===== src/include/mr_ddr_params.svh =====
// DDR port widths, pixel packing, frame buffer base and load length width
`ifndef MR_DDR_PARAMS_SVH
`define MR_DDR_PARAMS_SVH

// DDR word address and data widths
`define DDR_AW          29
`define DDR_DW          64
`define BYTES_PER_WORD  8

// Rotation pixels, four per DDR word
`define PIX_W           16
`define PIX_PER_WORD    4

// First word of the rotation frame buffer
`define ROT_BASE        29'h0100000

// Load length counts DDR words
`define LOAD_LEN_W      16

`endif


===== src/hdl/mr_ddr_pkg.sv =====
// DDR address, pixel and DDR word types shared by the bridge
`include "mr_ddr_params.svh"

package mr_ddr_pkg;

    // Word address on the DDR port
    typedef logic [`DDR_AW-1:0] ddr_addr_t;

    // One rotation pixel
    typedef logic [`PIX_W-1:0] pixel_t;

    // One DDR word, seen as bytes by the loader and as pixels by the writer
    // Element 0 sits in the low bits in both views
    typedef union packed {
        logic [`DDR_DW/8-1:0][7:0]         bytes;
        pixel_t [`PIX_PER_WORD-1:0]        pixels;
    } ddr_word_t;

endpackage


===== src/hdl/ddr_load_reader.sv =====
// Fast-load reader: one DDR word per grant, unpacked into ioctl byte writes
`timescale 1ns/1ps
`include "mr_ddr_params.svh"

module ddr_load_reader (
    input  logic                   clk_sys,
    input  logic                   rst,
    // Load command
    input  logic                   load_req,
    input  mr_ddr_pkg::ddr_addr_t  load_addr,
    input  logic [`LOAD_LEN_W-1:0] load_len,
    output logic                   load_ack,
    // Arbiter handshake
    output logic                   arb_req,
    input  logic                   arb_ack,
    // DDR side
    input  logic                   busy,
    output logic                   rd,
    output mr_ddr_pkg::ddr_addr_t  addr,
    input  mr_ddr_pkg::ddr_word_t  dout,
    input  logic                   dout_ready,
    // Byte stream
    output logic                   ioctl_wr,
    output logic [26:0]            ioctl_addr,
    output logic [7:0]             ioctl_dout
);

    localparam int BYTE_W = $clog2(`BYTES_PER_WORD);
    localparam logic [BYTE_W-1:0] LAST_BYTE = BYTE_W'(`BYTES_PER_WORD - 1);

    localparam logic [2:0] ST_IDLE  = 3'd0;
    localparam logic [2:0] ST_REQ   = 3'd1;
    localparam logic [2:0] ST_RD    = 3'd2;
    localparam logic [2:0] ST_WAIT  = 3'd3;
    localparam logic [2:0] ST_SHIFT = 3'd4;
    localparam logic [2:0] ST_DONE  = 3'd5;

    logic [2:0]             state;
    logic [`LOAD_LEN_W-1:0] word_cnt;
    logic [BYTE_W-1:0]      byte_cnt;
    logic [26:0]            byte_addr;
    mr_ddr_pkg::ddr_word_t  word;
    logic                   accepted;

    assign accepted = (state == ST_RD) && !busy;

    // Bytes leave straight from the latched word, one per SHIFT cycle
    assign rd         = (state == ST_RD);
    assign ioctl_wr   = (state == ST_SHIFT);
    assign ioctl_addr = byte_addr;
    assign ioctl_dout = word.bytes[byte_cnt];

    always_ff @(posedge clk_sys) begin
        if (rst) begin
            state     <= ST_IDLE;
            load_ack  <= 1'b0;
            arb_req   <= 1'b0;
            word_cnt  <= '0;
            byte_cnt  <= '0;
            byte_addr <= '0;
        end else begin
            case (state)
                ST_IDLE: begin
                    word_cnt  <= '0;
                    byte_cnt  <= '0;
                    byte_addr <= '0;
                    if (load_req) begin
                        if (load_len == '0) begin
                            // Empty load, acknowledge at once
                            load_ack <= 1'b1;
                            state    <= ST_DONE;
                        end else begin
                            arb_req <= 1'b1;
                            state   <= ST_REQ;
                        end
                    end
                end
                ST_REQ: begin
                    if (arb_ack) state <= ST_RD;
                end
                ST_RD: begin
                    // One access per grant, so release as soon as the read is taken
                    if (accepted) begin
                        arb_req <= 1'b0;
                        state   <= ST_WAIT;
                    end
                end
                ST_WAIT: begin
                    if (dout_ready) begin
                        word_cnt <= word_cnt + 1'b1;
                        byte_cnt <= '0;
                        state    <= ST_SHIFT;
                    end
                end
                ST_SHIFT: begin
                    byte_cnt  <= byte_cnt + 1'b1;
                    byte_addr <= byte_addr + 1'b1;
                    if (byte_cnt == LAST_BYTE) begin
                        if (word_cnt == load_len) begin
                            load_ack <= 1'b1;
                            state    <= ST_DONE;
                        end else begin
                            arb_req <= 1'b1;
                            state   <= ST_REQ;
                        end
                    end
                end
                ST_DONE: begin
                    if (!load_req) begin
                        load_ack <= 1'b0;
                        state    <= ST_IDLE;
                    end
                end
                default: state <= ST_IDLE;
            endcase
        end
    end

    // Read address and returned data
    always_ff @(posedge clk_sys) begin
        if (state == ST_IDLE) begin
            addr <= load_addr;
        end else if (accepted) begin
            addr <= addr + 1'b1;
        end
        if (state == ST_WAIT && dout_ready) begin
            word <= dout;
        end
    end

    ap_wr_in_load: assert property (@(posedge clk_sys) disable iff (rst)
        ioctl_wr |-> load_req);

    ap_rd_granted: assert property (@(posedge clk_sys) disable iff (rst)
        rd |-> arb_ack);

endmodule


===== src/hdl/rot_line_writer.sv =====
// Rotation line writer: packs pixels into DDR words for the frame buffer
`timescale 1ns/1ps
`include "mr_ddr_params.svh"

module rot_line_writer (
    input  logic                  clk_sys,
    input  logic                  rst,
    // Pixel stream
    input  logic                  pix_valid,
    input  logic                  pix_sof,
    input  mr_ddr_pkg::pixel_t    pix_data,
    output logic                  pix_ready,
    // Arbiter handshake
    output logic                  arb_req,
    input  logic                  arb_ack,
    // DDR side
    input  logic                  busy,
    output logic                  we,
    output mr_ddr_pkg::ddr_addr_t addr,
    output mr_ddr_pkg::ddr_word_t din
);

    localparam int SLOT_W = $clog2(`PIX_PER_WORD);
    localparam logic [SLOT_W-1:0] LAST_SLOT = SLOT_W'(`PIX_PER_WORD - 1);

    logic [SLOT_W-1:0]     slot;
    logic [SLOT_W-1:0]     slot_idx;
    mr_ddr_pkg::ddr_word_t word;
    logic                  xfer;
    logic                  accept;

    assign xfer   = pix_valid && pix_ready;
    // Start of frame always lands in slot 0
    assign slot_idx = pix_sof ? '0 : slot;

    // arb_req doubles as the write pending flag
    assign we     = arb_req && arb_ack;
    assign accept = we && !busy;
    assign din    = word;

    always_ff @(posedge clk_sys) begin
        if (rst) begin
            pix_ready <= 1'b1;
            arb_req   <= 1'b0;
            slot      <= '0;
            addr      <= `ROT_BASE;
        end else begin
            if (xfer) begin
                slot <= slot_idx + 1'b1;
                if (pix_sof) begin
                    addr <= `ROT_BASE;
                end
                if (slot_idx == LAST_SLOT) begin
                    // Word complete, hold the stream until it is written
                    pix_ready <= 1'b0;
                    arb_req   <= 1'b1;
                end
            end
            if (accept) begin
                pix_ready <= 1'b1;
                arb_req   <= 1'b0;
                addr      <= addr + 1'b1;
            end
        end
    end

    // Pixel k of a word goes to bits 16k+15 down to 16k
    always_ff @(posedge clk_sys) begin
        if (xfer) begin
            word.pixels[slot_idx] <= pix_data;
        end
    end

    // A stalled write keeps its grant, address and data with the stream held
    ap_write_held: assert property (@(posedge clk_sys) disable iff (rst)
        we && busy |=> we && !pix_ready && $stable(addr) && $stable(din));

endmodule


===== src/hdl/ddr_client_arbiter.sv =====
// Two-client DDR arbiter with req/ack grants and a combinational port mux
`timescale 1ns/1ps

module ddr_client_arbiter (
    input  logic                  clk_sys,
    input  logic                  rst,
    // Loader client
    input  logic                  load_arb_req,
    output logic                  load_arb_ack,
    input  logic                  load_rd,
    input  mr_ddr_pkg::ddr_addr_t load_addr,
    output logic                  load_busy,
    // Rotation client
    input  logic                  rot_arb_req,
    output logic                  rot_arb_ack,
    input  logic                  rot_we,
    input  mr_ddr_pkg::ddr_addr_t rot_addr,
    input  mr_ddr_pkg::ddr_word_t rot_din,
    output logic                  rot_busy,
    // DDR port
    input  logic                  ddr_busy,
    output logic                  ddr_rd,
    output logic                  ddr_we,
    output mr_ddr_pkg::ddr_addr_t ddr_addr,
    output mr_ddr_pkg::ddr_word_t ddr_din
);

    localparam logic [1:0] GNT_IDLE = 2'd0;
    localparam logic [1:0] GNT_LOAD = 2'd1;
    localparam logic [1:0] GNT_ROT  = 2'd2;

    logic [1:0] grant;

    // Grant held until the owner drops its request
    always_ff @(posedge clk_sys) begin
        if (rst) begin
            grant <= GNT_IDLE;
        end else begin
            case (grant)
                GNT_IDLE: begin
                    // Loader has priority
                    if (load_arb_req) begin
                        grant <= GNT_LOAD;
                    end else if (rot_arb_req) begin
                        grant <= GNT_ROT;
                    end
                end
                GNT_LOAD: begin
                    if (!load_arb_req) grant <= GNT_IDLE;
                end
                GNT_ROT: begin
                    if (!rot_arb_req) grant <= GNT_IDLE;
                end
                default: grant <= GNT_IDLE;
            endcase
        end
    end

    assign load_arb_ack = (grant == GNT_LOAD);
    assign rot_arb_ack  = (grant == GNT_ROT);

    // The client without the grant sees a stalled port
    assign load_busy = load_arb_ack ? ddr_busy : 1'b1;
    assign rot_busy  = rot_arb_ack  ? ddr_busy : 1'b1;

    assign ddr_rd   = load_arb_ack && load_rd;
    assign ddr_we   = rot_arb_ack && rot_we;
    assign ddr_addr = load_arb_ack ? load_addr :
                      rot_arb_ack  ? rot_addr  : '0;
    assign ddr_din  = rot_arb_ack  ? rot_din   : '0;

    // Each client gives the port back after one accepted access
    ap_load_one_access: assert property (@(posedge clk_sys) disable iff (rst)
        ddr_rd && !ddr_busy |=> !load_arb_req);

    ap_rot_one_access: assert property (@(posedge clk_sys) disable iff (rst)
        ddr_we && !ddr_busy |=> !rot_arb_req);

endmodule


===== src/hdl/mr_ddr_bridge.sv =====
// Top level: fast-load reader and rotation writer sharing one DDR port
`timescale 1ns/1ps
`include "mr_ddr_params.svh"

module mr_ddr_bridge (
    input  logic                   clk_sys,
    input  logic                   rst,
    // Load command and byte stream
    input  logic                   load_req,
    input  mr_ddr_pkg::ddr_addr_t  load_addr,
    input  logic [`LOAD_LEN_W-1:0] load_len,
    output logic                   load_ack,
    output logic                   ioctl_wr,
    output logic [26:0]            ioctl_addr,
    output logic [7:0]             ioctl_dout,
    // Pixel stream
    input  logic                   pix_valid,
    input  logic                   pix_sof,
    input  mr_ddr_pkg::pixel_t     pix_data,
    output logic                   pix_ready,
    // DDR port
    input  logic                   ddr_busy,
    output logic                   ddr_rd,
    output logic                   ddr_we,
    output mr_ddr_pkg::ddr_addr_t  ddr_addr,
    output mr_ddr_pkg::ddr_word_t  ddr_din,
    input  mr_ddr_pkg::ddr_word_t  ddr_dout,
    input  logic                   ddr_dout_ready
);

    // Loader to arbiter
    logic                  load_arb_req;
    logic                  load_arb_ack;
    logic                  load_rd;
    logic                  load_busy;
    mr_ddr_pkg::ddr_addr_t ld_ddr_addr;

    // Writer to arbiter
    logic                  rot_arb_req;
    logic                  rot_arb_ack;
    logic                  rot_we;
    logic                  rot_busy;
    mr_ddr_pkg::ddr_addr_t rot_ddr_addr;
    mr_ddr_pkg::ddr_word_t rot_din;

    ddr_load_reader u_load (
        .clk_sys    ( clk_sys        ),
        .rst        ( rst            ),
        .load_req   ( load_req       ),
        .load_addr  ( load_addr      ),
        .load_len   ( load_len       ),
        .load_ack   ( load_ack       ),
        .arb_req    ( load_arb_req   ),
        .arb_ack    ( load_arb_ack   ),
        .busy       ( load_busy      ),
        .rd         ( load_rd        ),
        .addr       ( ld_ddr_addr    ),
        .dout       ( ddr_dout       ),
        .dout_ready ( ddr_dout_ready ),
        .ioctl_wr   ( ioctl_wr       ),
        .ioctl_addr ( ioctl_addr     ),
        .ioctl_dout ( ioctl_dout     )
    );

    rot_line_writer u_rot (
        .clk_sys    ( clk_sys        ),
        .rst        ( rst            ),
        .pix_valid  ( pix_valid      ),
        .pix_sof    ( pix_sof        ),
        .pix_data   ( pix_data       ),
        .pix_ready  ( pix_ready      ),
        .arb_req    ( rot_arb_req    ),
        .arb_ack    ( rot_arb_ack    ),
        .busy       ( rot_busy       ),
        .we         ( rot_we         ),
        .addr       ( rot_ddr_addr   ),
        .din        ( rot_din        )
    );

    ddr_client_arbiter u_arb (
        .clk_sys      ( clk_sys      ),
        .rst          ( rst          ),
        .load_arb_req ( load_arb_req ),
        .load_arb_ack ( load_arb_ack ),
        .load_rd      ( load_rd      ),
        .load_addr    ( ld_ddr_addr  ),
        .load_busy    ( load_busy    ),
        .rot_arb_req  ( rot_arb_req  ),
        .rot_arb_ack  ( rot_arb_ack  ),
        .rot_we       ( rot_we       ),
        .rot_addr     ( rot_ddr_addr ),
        .rot_din      ( rot_din      ),
        .rot_busy     ( rot_busy     ),
        .ddr_busy     ( ddr_busy     ),
        .ddr_rd       ( ddr_rd       ),
        .ddr_we       ( ddr_we       ),
        .ddr_addr     ( ddr_addr     ),
        .ddr_din      ( ddr_din      )
    );

endmodule


===== config.mk =====
export PLATFORM = sky130hd
export DESIGN_NAME = mr_ddr_bridge
export DESIGN_NICKNAME = d
export VERILOG_FILES = /design/src/hdl/mr_ddr_pkg.sv /design/src/hdl/ddr_load_reader.sv /design/src/hdl/rot_line_writer.sv /design/src/hdl/ddr_client_arbiter.sv /design/src/hdl/mr_ddr_bridge.sv
export VERILOG_INCLUDE_DIRS = /design/src /design/src/include
export SDC_FILE = /design/constraint.sdc
export NUM_CORES = 1
export LEC_CHECK = 0
export BUFFER_PORTS_ARGS = -buffer_cell sky130_fd_sc_hd__buf_2
export CAP_MARGIN = 30
export CORE_MARGIN = 2
export CORE_UTILIZATION = 54
export CTS_CLUSTER_SIZE = 16
export DETAILED_ROUTE_END_ITERATION = 7
export GPL_TIMING_DRIVEN = 0
export HOLD_SLACK_MARGIN = 0.05
export PLACE_DENSITY = 0.82
export SYNTH_ARGS = -nofsm -noshare
export SYNTH_HDL_FRONTEND = slang
export SYNTH_SLANG_ARGS = --single-unit

===== constraint.sdc =====
create_clock -name clk_sys -period 3.4 [get_ports clk_sys]
set_input_delay 0.68 -clock clk_sys [delete_from_list [all_inputs] [get_ports clk_sys]]
set_output_delay 0.68 -clock clk_sys [all_outputs]
set_load 0.02 [all_outputs]

Yosys cells after proc, flatten, opt, wreduce, memory -nomap -nowiden
Cells that the tools add are included.
Storage, ports and cells
  register bits: 243
  bits of input ports: 132
  output and inout port bits: 133
  logic and storage cells: 123
Operators by class
  add/sub/neg operators: 6
  $lt $le $gt $ge: 3
  eq/ne operators: 23
  mux-type cells: 47
  reduce and logical (&&, ||, !) cells: 30
Operators by type and width (count)
  29-bit 2-to-1 mux: 7
  64-bit bitwise mux: 1
  64-bit 2-to-1 mux: 1
  29-bit by 1-bit adder with 29-bit output, second input constant: 2
  27-bit one-hot mux with 2 select lines: 1
  16-bit demux with 2-bit select: 1
  16-bit 2-to-1 mux: 2
  16-bit one-hot mux with 2 select lines: 1
  27-bit by 1-bit adder with 27-bit output, second input constant: 1
  3-bit 2-to-1 mux: 9
  8-bit binary-select mux with 3-bit select: 1
  3-bit one-hot mux with 6 select lines: 1
  6-bit AND reduction: 3
  16-bit by 1-bit adder with 16-bit output, second input constant: 1
  16-bit == test: 1
  16-bit logical NOT: 1
  2-bit inequality test, second input constant: 8
  1-bit 2-to-1 mux: 12
  2-bit 2-to-1 mux: 5
  2-bit nonzero test: 5
  3-bit == test, second input constant: 3
  3-bit one-hot mux with 3 select lines: 1
  3-bit nonzero test: 3
  1-bit logical AND: 8
  other kinds (20): 30

Logic depth before layout (Yosys ltp)
Gate-level depths: netlist of the first run.
  word-level depth: 6
  gate-level depth with buffers: 8
  gate-level depth less buffers: 7

Cells and area by module
Synthesis of the first run repeated with hierarchy kept, for this count alone.
Unflattened totals
  cell total of the unflattened synthesis: 964
  area total of the unflattened synthesis: 11239.5 um^2
Modules (own cells, without submodules)
  ddr_load_reader: times used 1, cells an instance 573, area each 6712.7 um^2
  rot_line_writer: times used 1, cells an instance 273, area each 3686.0 um^2
  ddr_client_arbiter: times used 1, cells an instance 118, area each 840.8 um^2

Least setup slack after synthesis of the first run
Ideal clock, no wire load.
  path kind: register to register
  from: reg u_load.state[1]
  to: reg u_load.word[0] in the netlist's numbering (enable)
  data arrival time: 2388 ps
  required time: 2980 ps
  path slack: 592 ps
  stages on the path, launching flop included: 5
  cell sequence: dfxtp_1 -> clkbuf_1 -> and3b_1 -> nand2_1 -> inv_1
Between the ends
  longest elaborated chain between the ends: 2
RTL lines
  start, declared: line ddr_load_reader.sv:38  | logic [2:0] state;
  start signal, assigned: line ddr_load_reader.sv:55  | state <= ST_IDLE;
  start signal, assigned: line ddr_load_reader.sv:71  | state <= ST_DONE;
  start signal, assigned: line ddr_load_reader.sv:74  | state <= ST_REQ;
  3-bit by 2-bit == test with 1-bit output: line ddr_load_reader.sv:126  | if (state == ST_WAIT && dout_ready) begin
  1-bit logical AND: line ddr_load_reader.sv:126
  end signal, assigned: line ddr_load_reader.sv:127  | word <= dout;
  end, declared: line ddr_load_reader.sv:42  | mr_ddr_pkg::ddr_word_t word;
No other way between the ends.
A chain may end at the register's enable or synchronous reset.

Worst setup path after layout of the first run
  from: reg u_load.byte_cnt[0]
  to: out ioctl_dout[4]
Between the ends
  longest elaborated chain between the ends: 2
RTL lines
  start, declared: line ddr_load_reader.sv:40  | logic [BYTE_W-1:0] byte_cnt;
  start signal, assigned: line ddr_load_reader.sv:96  | byte_cnt <= byte_cnt + 1'b1;
  8-bit binary-select mux with 3-bit select: line ddr_load_reader.sv:51  | assign ioctl_dout = word.bytes[byte_cnt];
  8-bit 2-to-1 mux (not written as such): line ddr_load_reader.sv:51
  end, declared: line mr_ddr_bridge.sv:15  | output logic [7:0] ioctl_dout,
No other way between the ends. The select of a mux whose other input is x is not followed.

==> run metrics, run 1 <==
total power=6.41 mW; Slew Viols, Final=0; Clock Tree Root=clkbuf_16; IO Pins=265; share of post-route cells with drive strength above 1=27.4%; power density over cell area=472 mW/mm2; Area Growth Syn to Fin=22.3%; final design utilization=67.3%; Yosys warnings=0; Worst R2R Path Depth=5; Hold Path Cell Cnt=1; Reg power frac=51.9%; Worst setup EP type=output pin; # setup viols final=0; critical path arrival=2540 ps; CTS tree=yes; NumNets Final=1400; Int Pwr=4.94 mW; TritonRoute pass-1 iters=5; synth top area cells=edfxtp_1, dfxtp_1, xnor2_1; CP startpoint=u_load.byte_cnt[0]; Final Critical Period=3220 ps; Worst-Margin Slew=873 ps; storage element area=0.00644 mm2; count of different cell masters after synthesis=57; H-Tree Depth=1; number of CTS-inserted buffers=24; Via density=5.59; CP Launch Type=flip-flop; Peak VDD IR=411 uV; HPWL Detailed=19.4 mm; first-pass GRT wire length=41.9 mm; Core Box Area=0.0202 mm2; Max Cap Viol=0; CTS Buffer Depth=3; Synth Instances=967; vias=8638; footprint of the multi-input gates=0.00438 mm2; Die Ht=147 um; Final Hold Fails=0; RR Endpoint=u_load.word[0]; dpl ws=561 ps; WS Path Type=flip-flop to output pin; Avg Cell Area, Syn=11.5 um2; switching pwr=1.47 mW; FP Rows=52; wire length per cell=17.5 um; Top FF cell, synth=edfxtp_1; Combinational Power Share=7.4%; Ant. Diodes=0; vias in the first global route=8189; Max Fanout on Critical Path=10; post-synthesis cell area=0.0111 mm2; fmax=310 MHz; clock network power share=40.7%; Initial Util=55.0%; initial antenna violation count=0; remaining routing DRC violations=0; end of the critical path=ioctl_dout[4]; Synth Register Bits=243; Synth top cells by count=edfxtp_1, nor2_1, dfxtp_1, and2_1; switch share=23.0%; Die Wd=147 um; Yosys top cell area share=42.5%; EDFF count, synth=157; GRT Overall Usage=24.0%; unrepaired setup endpoints after global routing=no; largest net degree at the start of global routing=45; syn nets=1109; ANT nets after route=0; min-delay worst type=input port to flip-flop; count leader, synth=edfxtp_1; hold path startpoint=ddr_dout[62]; clk slew on worst S/H paths=60 ps; Worst-Skew Late Latency=520 ps; Static Leak=5.17 nW; 1st-iter DRT viols=454; clock net sink count=243; crit share post-route=94.8%; CTS Hold Buffers Added=0; I/O Buffers=263; Overflow after GRT=0; R2R Path Start=u_load.state[1]; Setup Skew=8.65 ps; RD Place Congestion=0.864; cell taking the most area after synthesis=edfxtp_1; status=completed; full die area=0.0217 mm2; R2R setup slack=980 ps; worst rel slew slack=41.8%; worst path required time=2720 ps; final wirelength=27.1 mm; Post-synth ARST share=0%; fillers=1495; min setup slack post-route=178 ps; Seq/Total Area, Yosys=58.0%
-- state kept, by name (all words and copies together), names as in the netlist --
name	cells
u_load.load_ack	1
u_arb.grant	2
u_load.word	64
u_load.ioctl_addr	27
u_rot.slot	2
u_rot.arb_req	1
u_load.arb_req	1
u_load.state	3
u_rot.addr	29
u_rot.pix_ready	1
u_load.byte_cnt	3
u_load.addr	29
u_load.word_cnt	16
u_rot.din	64
-- metrics by stage --
stage / cells / setup TNS (ps) / hold WS (ps) / instance area (um2)
5_1_grt: 1546 / 0 / 314 / 13600
4_1_cts: 1546 / 0 / 312 / 13600
3_3_place_gp: 1500 / -4900 / 453 / 12700
6_report: 1546 / 0 / 333 / 13600
2_1_floorplan: 967 / 0 / 437 / 11100
3_5_place_dp: 1502 / 0 / 458 / 12800
-- layout make-up --
cell class | count | share of cell area, %
sequential | 243 | 47.4
clock inverter | 15 | 0.941
buffer | 52 | 1.58
inverter | 19 | 0.526
timing repair buffer | 265 | 10.1
clock buffer | 29 | 4.72
multi-input combinational | 653 | 32.3
tap | 270 | 2.49
-- cells by family (layout without fill, tap and decap cells) --
logic type	after synthesis	count (layout)	share of synthesized area, %
buffers and inverters	71	380	2.53
AND/OR/NAND/NOR	395	395	18.9
multiplexers	34	34	5.00
adder cells (fa/ha/maj)	10	10	1.13
XOR/XNOR	77	77	6.08
AO/OA/AOI/OAI	137	137	8.31
flip-flops	243	243	58.0
-- layout by cell type, fill, tap and decap left out, types with 41 or more instances in the layout --
cell type,instances
dfxtp_1,86
and2_1,68
nor2_1,93
edfxtp_1,157
buf_2,268
nand3_1,41
clkbuf_1,44
xnor2_1,50
nand2_1,53
a21oi_1,53
-- per-layer routing --
layer  GRT usage (%)  vias up  part of all wire, %
met3            5.09       47                  8.1
met4            6.01        0                  2.0
met1            32.2     4076                   42
met2            40.2      374                   48
met5               0        -                    0
li1                -     4141                    -
-- power groups by stage --
stage | Sequential (mW) | Clock [mW] | Combinational [mW]
2_1_floorplan | 3.36 | 0 | 0.275
3_3_place_gp | 3.38 | 0 | 0.446
3_5_place_dp | 3.39 | 0 | 0.466
4_1_cts | 3.32 | 2.65 | 0.472
5_1_grt | 3.34 | 2.75 | 0.519
6_report | 3.33 | 2.61 | 0.474
-- how the worst min path moves through the flow --
stage,to,slack [ps]
finish,u_load.word[62],330
global route,u_load.word[48],310
CTS,u_load.word[39],310
detailed placement,u_load.arb_req,460
global placement,u_load.arb_req,450
floorplan,u_load.arb_req,440
-- worst max-delay path: stages, from the launching register on --
cell and delay (ps):
dfxtp_1 330, buf_2 330, clkbuf_4 360, mux4_2 540, mux2_2 290, buf_2 160
-- timing repair --
item,in CTS,in global routing
gates cloned,0,0
resized for setup,1,3
endpoints found under the setup margin,8,24
setup buffers,0,0
Note: power is estimated with default switching activity, not from simulation.
==> run 2: changes to the inputs <==
--- a/config.mk
+++ b/config.mk
@@ -7,9 +7,10 @@
 export NUM_CORES = 1
 export LEC_CHECK = 0
 export BUFFER_PORTS_ARGS = -buffer_cell sky130_fd_sc_hd__buf_2
-export CAP_MARGIN = 30
+export CELL_PAD_IN_SITES_DETAIL_PLACEMENT = 1
+export CELL_PAD_IN_SITES_GLOBAL_PLACEMENT = 1
 export CORE_MARGIN = 2
-export CORE_UTILIZATION = 54
+export CORE_UTILIZATION = 42
 export CTS_CLUSTER_SIZE = 16
 export DETAILED_ROUTE_END_ITERATION = 7
 export GPL_TIMING_DRIVEN = 0
==> run 2 against run 1 <==
Against the previous run: cell area rose by 1.5%; critical path depth stayed put; global-route usage down 0.99 points; cell count grew 4.7%; register-to-register slack got worse by 230 ps; sequential power hardly changed; non-clock buffer count is 1 lower; largest power group unchanged; highest routed layer is now met5.
==> run metrics, run 2 (synthesized netlist as in run 1, its figures left out) <==
critical path arrival=2570 ps; full die area=0.0277 mm2; Peak VDD IR=514 uV; largest net degree at the start of global routing=40; Worst-Skew Late Latency=540 ps; worst rel slew slack=40.0%; Core Box Area=0.0260 mm2; DR top layer=met5; min-delay worst type=input port to flip-flop; number of CTS-inserted buffers=27; CP max stage delay=440 ps; most frequent cells in the layout=buf_2, edfxtp_1, nor2_1; Initial Util=42.7%; final design utilization=53.0%; TNS Setup=0 ps; CTS Buffer Depth=3; Final Hold Fails=0; Hold Path Cell Cnt=1; Static Leak=5.23 nW; Via density=5.52; Worst R2R Path Depth=5; # setup viols final=0; status=completed; Die Wd=167 um; clk slew on worst S/H paths=60 ps; fmax=307 MHz; ANT nets after route=0; Crit path depth=5; Max stage delay cell, worst path=clkbuf_1; WL met1=13.8 mm; CP Launch Type=flip-flop; Max Fanout on Critical Path=10; HPWL Detailed=23.1 mm; vias in the first global route=9342; 1st-iter DRT viols=515; setup bufs post-CTS=0; vias=8934; FP Rows=59; Die Ht=167 um; total power=6.87 mW; Setup Skew=29.9 ps; Worst-Margin Slew=900 ps; crit share post-route=95.7%; GRT Overall Usage=23.0%; unrepaired setup endpoints after global routing=no; most common cell after layout, fill and taps aside=buf_2; RD Place Congestion=0.835; CP cell instances=clkbuf_1, clkbuf_2, mux4_2, mux2_2, buf_2; WS Path Type=flip-flop to output pin; first-pass GRT wire length=51.2 mm; Top delay family on crit path=buffers and inverters; WL met3=2.17 mm; wire length per cell=20.2 um; Slew Viols, Final=0; power density over cell area=499 mW/mm2; Clock Tree Root=clkbuf_16; share of post-route cells with drive strength above 1=27.6%; R2R setup slack=750 ps; Area Growth Syn to Fin=24.2%; NumNets Final=1402; CTS tree=yes; Worst setup EP type=output pin; worst path required time=2720 ps; CTS Hold Buffers Added=0; IO Pins=265; H-Tree Depth=1; TritonRoute pass-1 iters=5; Overflow after GRT=0; initial antenna violation count=3; worst path bufs/invs=3; clock net sink count=243; final wirelength=32.6 mm; remaining routing DRC violations=0; Max Cap Viol=0; Final Critical Period=3250 ps; I/O Buffers=263; Non-Filler Instances=1618; met2 routed WL=15.9 mm; placed insts=1566
## run 2: cell types whose count changed in the layout (fill, tap and decap cells not counted), moves of 2 or more
cell       previous run  this run
bufinv_16             2         4
clkbuf_8              0         3
clkbuf_16            25        27
clkbuf_1             44        46
clkinv_2              3         1
diode_2               0         2
## run 2: worst paths after layout
kind	to	start
worst max register to register	u_load.word[27]	u_load.state[1]
worst min register to register	u_load.arb_req	u_load.arb_req
worst min-delay path	u_load.word[8]	ddr_dout[8]
worst max-delay path	ioctl_dout[0]	u_load.byte_cnt[1]
## run 2: per-layer routing
layer,vias up,GRT usage (%)
met5,-,0
li1,4146,-
met4,2,6.11
met2,351,40.2
met1,4381,29.6
met3,54,4.11
## run 2: stage by stage
stage / hold WS [ps] / instance area (um2) / worst slack (ps)
after global placement: 451 / 12800 / -157
final: 303 / 13800 / 145
after global routing: 287 / 13800 / 40.4
after floorplan: 437 / 11100 / 592
after CTS: 286 / 13800 / 127
after detailed placement: 458 / 12800 / 490
## run 2: final cells by class
class	count	area (um2)
fill	2836	12200
sequential	243	6440
multi-input combinational	653	4380
timing repair buffer	264	1340
clock buffer	36	739
tap	335	419
buffer	52	214
clock inverter	14	178
inverter	19	71.3
antenna	2	5.00
## run 2: power by group
group | switching [mW] | total, mW | internal [mW]
logic | 0.299 | 0.487 | 0.188
clock network | 1.22 | 3.05 | 1.83
registers | 0.0865 | 3.34 | 3.25
## run 2: what timing repair did
item / 4_1_cts / 5_1_grt
hold endpoints to repair: 0 / 0
setup endpoints to repair: 32 / 0
gates resized for setup: 3 / 0
==> run 3: changes to the inputs <==
--- a/config.mk
+++ b/config.mk
@@ -15,7 +15,7 @@
 export DETAILED_ROUTE_END_ITERATION = 7
 export GPL_TIMING_DRIVEN = 0
 export HOLD_SLACK_MARGIN = 0.05
-export PLACE_DENSITY = 0.82
+export PLACE_DENSITY = 0.79
 export SYNTH_ARGS = -nofsm -noshare
 export SYNTH_HDL_FRONTEND = slang
 export SYNTH_SLANG_ARGS = --single-unit
==> run 3 against run 2 <==
Against the previous run: flip-flop and latch count unchanged; fmax up 0.29%; global-route usage decreased by 0.78 points; clock skew is 17 ps lower; highest routed layer unchanged; clock-buffer cell count increased by 3; register-to-register slack improved by 40 ps.
==> run metrics, run 3 (synthesized netlist as in run 1, its figures left out) <==
Ant. Diodes=0; Overflow after GRT=0; vias in the first global route=9091; IO Pins=265; fmax=308 MHz; WS Path Type=flip-flop to output pin; worst rel slew slack=38.2%; # setup viols final=0; Hold Path Cell Cnt=1; Max Fanout on Critical Path=10; final wirelength=31.5 mm; min-delay worst type=input port to flip-flop; worst path required time=2720 ps; remaining routing DRC violations=0; Initial Util=42.7%; status=completed; Non-Filler Instances=1615; clock net sink count=243; CP startpoint=u_arb.grant[1]; GRT Overall Usage=22.2%; crit share post-route=95.5%; Peak VDD IR=469 uV; min setup slack post-route=155 ps; H-Tree Depth=1; CP Launch Type=flip-flop; most common cell after layout, fill and taps aside=buf_2; Worst setup EP type=output pin; FP Rows=59; wire length per cell=19.5 um; TritonRoute pass-1 iters=5; I/O Buffers=263; Final Critical Period=3250 ps; initial antenna violation count=1; largest net degree at the start of global routing=41; fillers=2887; dpl ws=492 ps; Setup Skew=13.0 ps; grt met3 use=3.56%; NumNets Final=1402; number of CTS-inserted buffers=27; Static Leak=5.21 nW; RD Place Congestion=0.807; 1st-iter DRT viols=442; grt met1 use=29.4%; HPWL Detailed=23.0 mm; power density over cell area=486 mW/mm2; vias=8727; Area Growth Syn to Fin=23.6%; global routing's busiest layer=met2; Core Box Area=0.0260 mm2; placed insts=1566; CTS Buffer Depth=3; Worst R2R Path Depth=5; Final Hold Fails=0; R2R Path Start=u_load.state[1]; Clock Tree Root=clkbuf_16; Via density=5.40; GR Util met2=38.8%; critical path arrival=2570 ps; Die Wd=167 um; Worst-Skew Late Latency=530 ps; Die Ht=167 um; share of post-route cells with drive strength above 1=27.6%; Worst-Margin Slew=927 ps; full die area=0.0277 mm2; hold path startpoint=ddr_dout[6]; unrepaired setup endpoints after global routing=no; ANT nets after route=0; clk slew on worst S/H paths=60 ps; Max Cap Viol=0; setup bufs post-CTS=0; Slew Viols, Final=0; most frequent cells in the layout=buf_2, edfxtp_1, nor2_1; CTS tree=yes; first-pass GRT wire length=49.9 mm
[run 3: per-stage QoR]
stage | power [mW] | area, um2 | TNS [ps] | utilization (%) | hold slack [ps]
finish | 6.66 | 13700 | 0 | 52.7 | 325
CTS | 6.72 | 13700 | 0 | 52.7 | 304
global placement | 3.85 | 12800 | -11540 | 49.4 | 451
global route | 6.88 | 13700 | 0 | 52.7 | 312
floorplan | 3.64 | 11100 | 0 | - | 437
detailed placement | 3.88 | 12800 | 0 | 49.4 | 457
[run 3: metal layers]
metal,part of all wire [%],vias up
met5,0.038,-
met4,1.8,2
met3,6.2,45
met2,49,290
met1,43,4247
li1,-,4143
[run 3: power breakdown]
group | switching, mW | internal, mW
Clock | 1.16 | 1.68
Sequential | 0.0833 | 3.25
Combinational | 0.294 | 0.187
[run 3: critical path: stages, from the launching register on]
cell      delay (ps)
dfxtp_1          410
nor2b_1          380
clkbuf_2         380
clkbuf_1         450
and2_1           240
buf_2            180
[run 3: worst paths after layout]
check,to,slack [ps]
worst max-delay path,ddr_din[11],150
worst min-delay path,u_load.word[6],320
worst max register to register,u_load.word[43],790
worst min register to register,u_load.arb_req,470
[run 3: final cells by class]
| cell class | instances | area [um2] | area share (%) |
|---|---|---|---|
| Sequential cell | 243 | 6440 | 47.0 |
| Multi-Input combinational cell | 653 | 4380 | 31.9 |
| Timing Repair Buffer | 264 | 1340 | 9.75 |
| Clock buffer | 39 | 751 | 5.48 |
| Tap cell | 335 | 419 | 3.06 |
| Buffer | 52 | 214 | 1.56 |
| Clock inverter | 10 | 101 | 0.739 |
| Inverter | 19 | 71.3 | 0.520 |
[run 3: what timing repair did]
item	CTS	global route
gates resized for setup	2	1
gates cloned	0	0
hold buffers	0	0
setup endpoints to repair	20	8
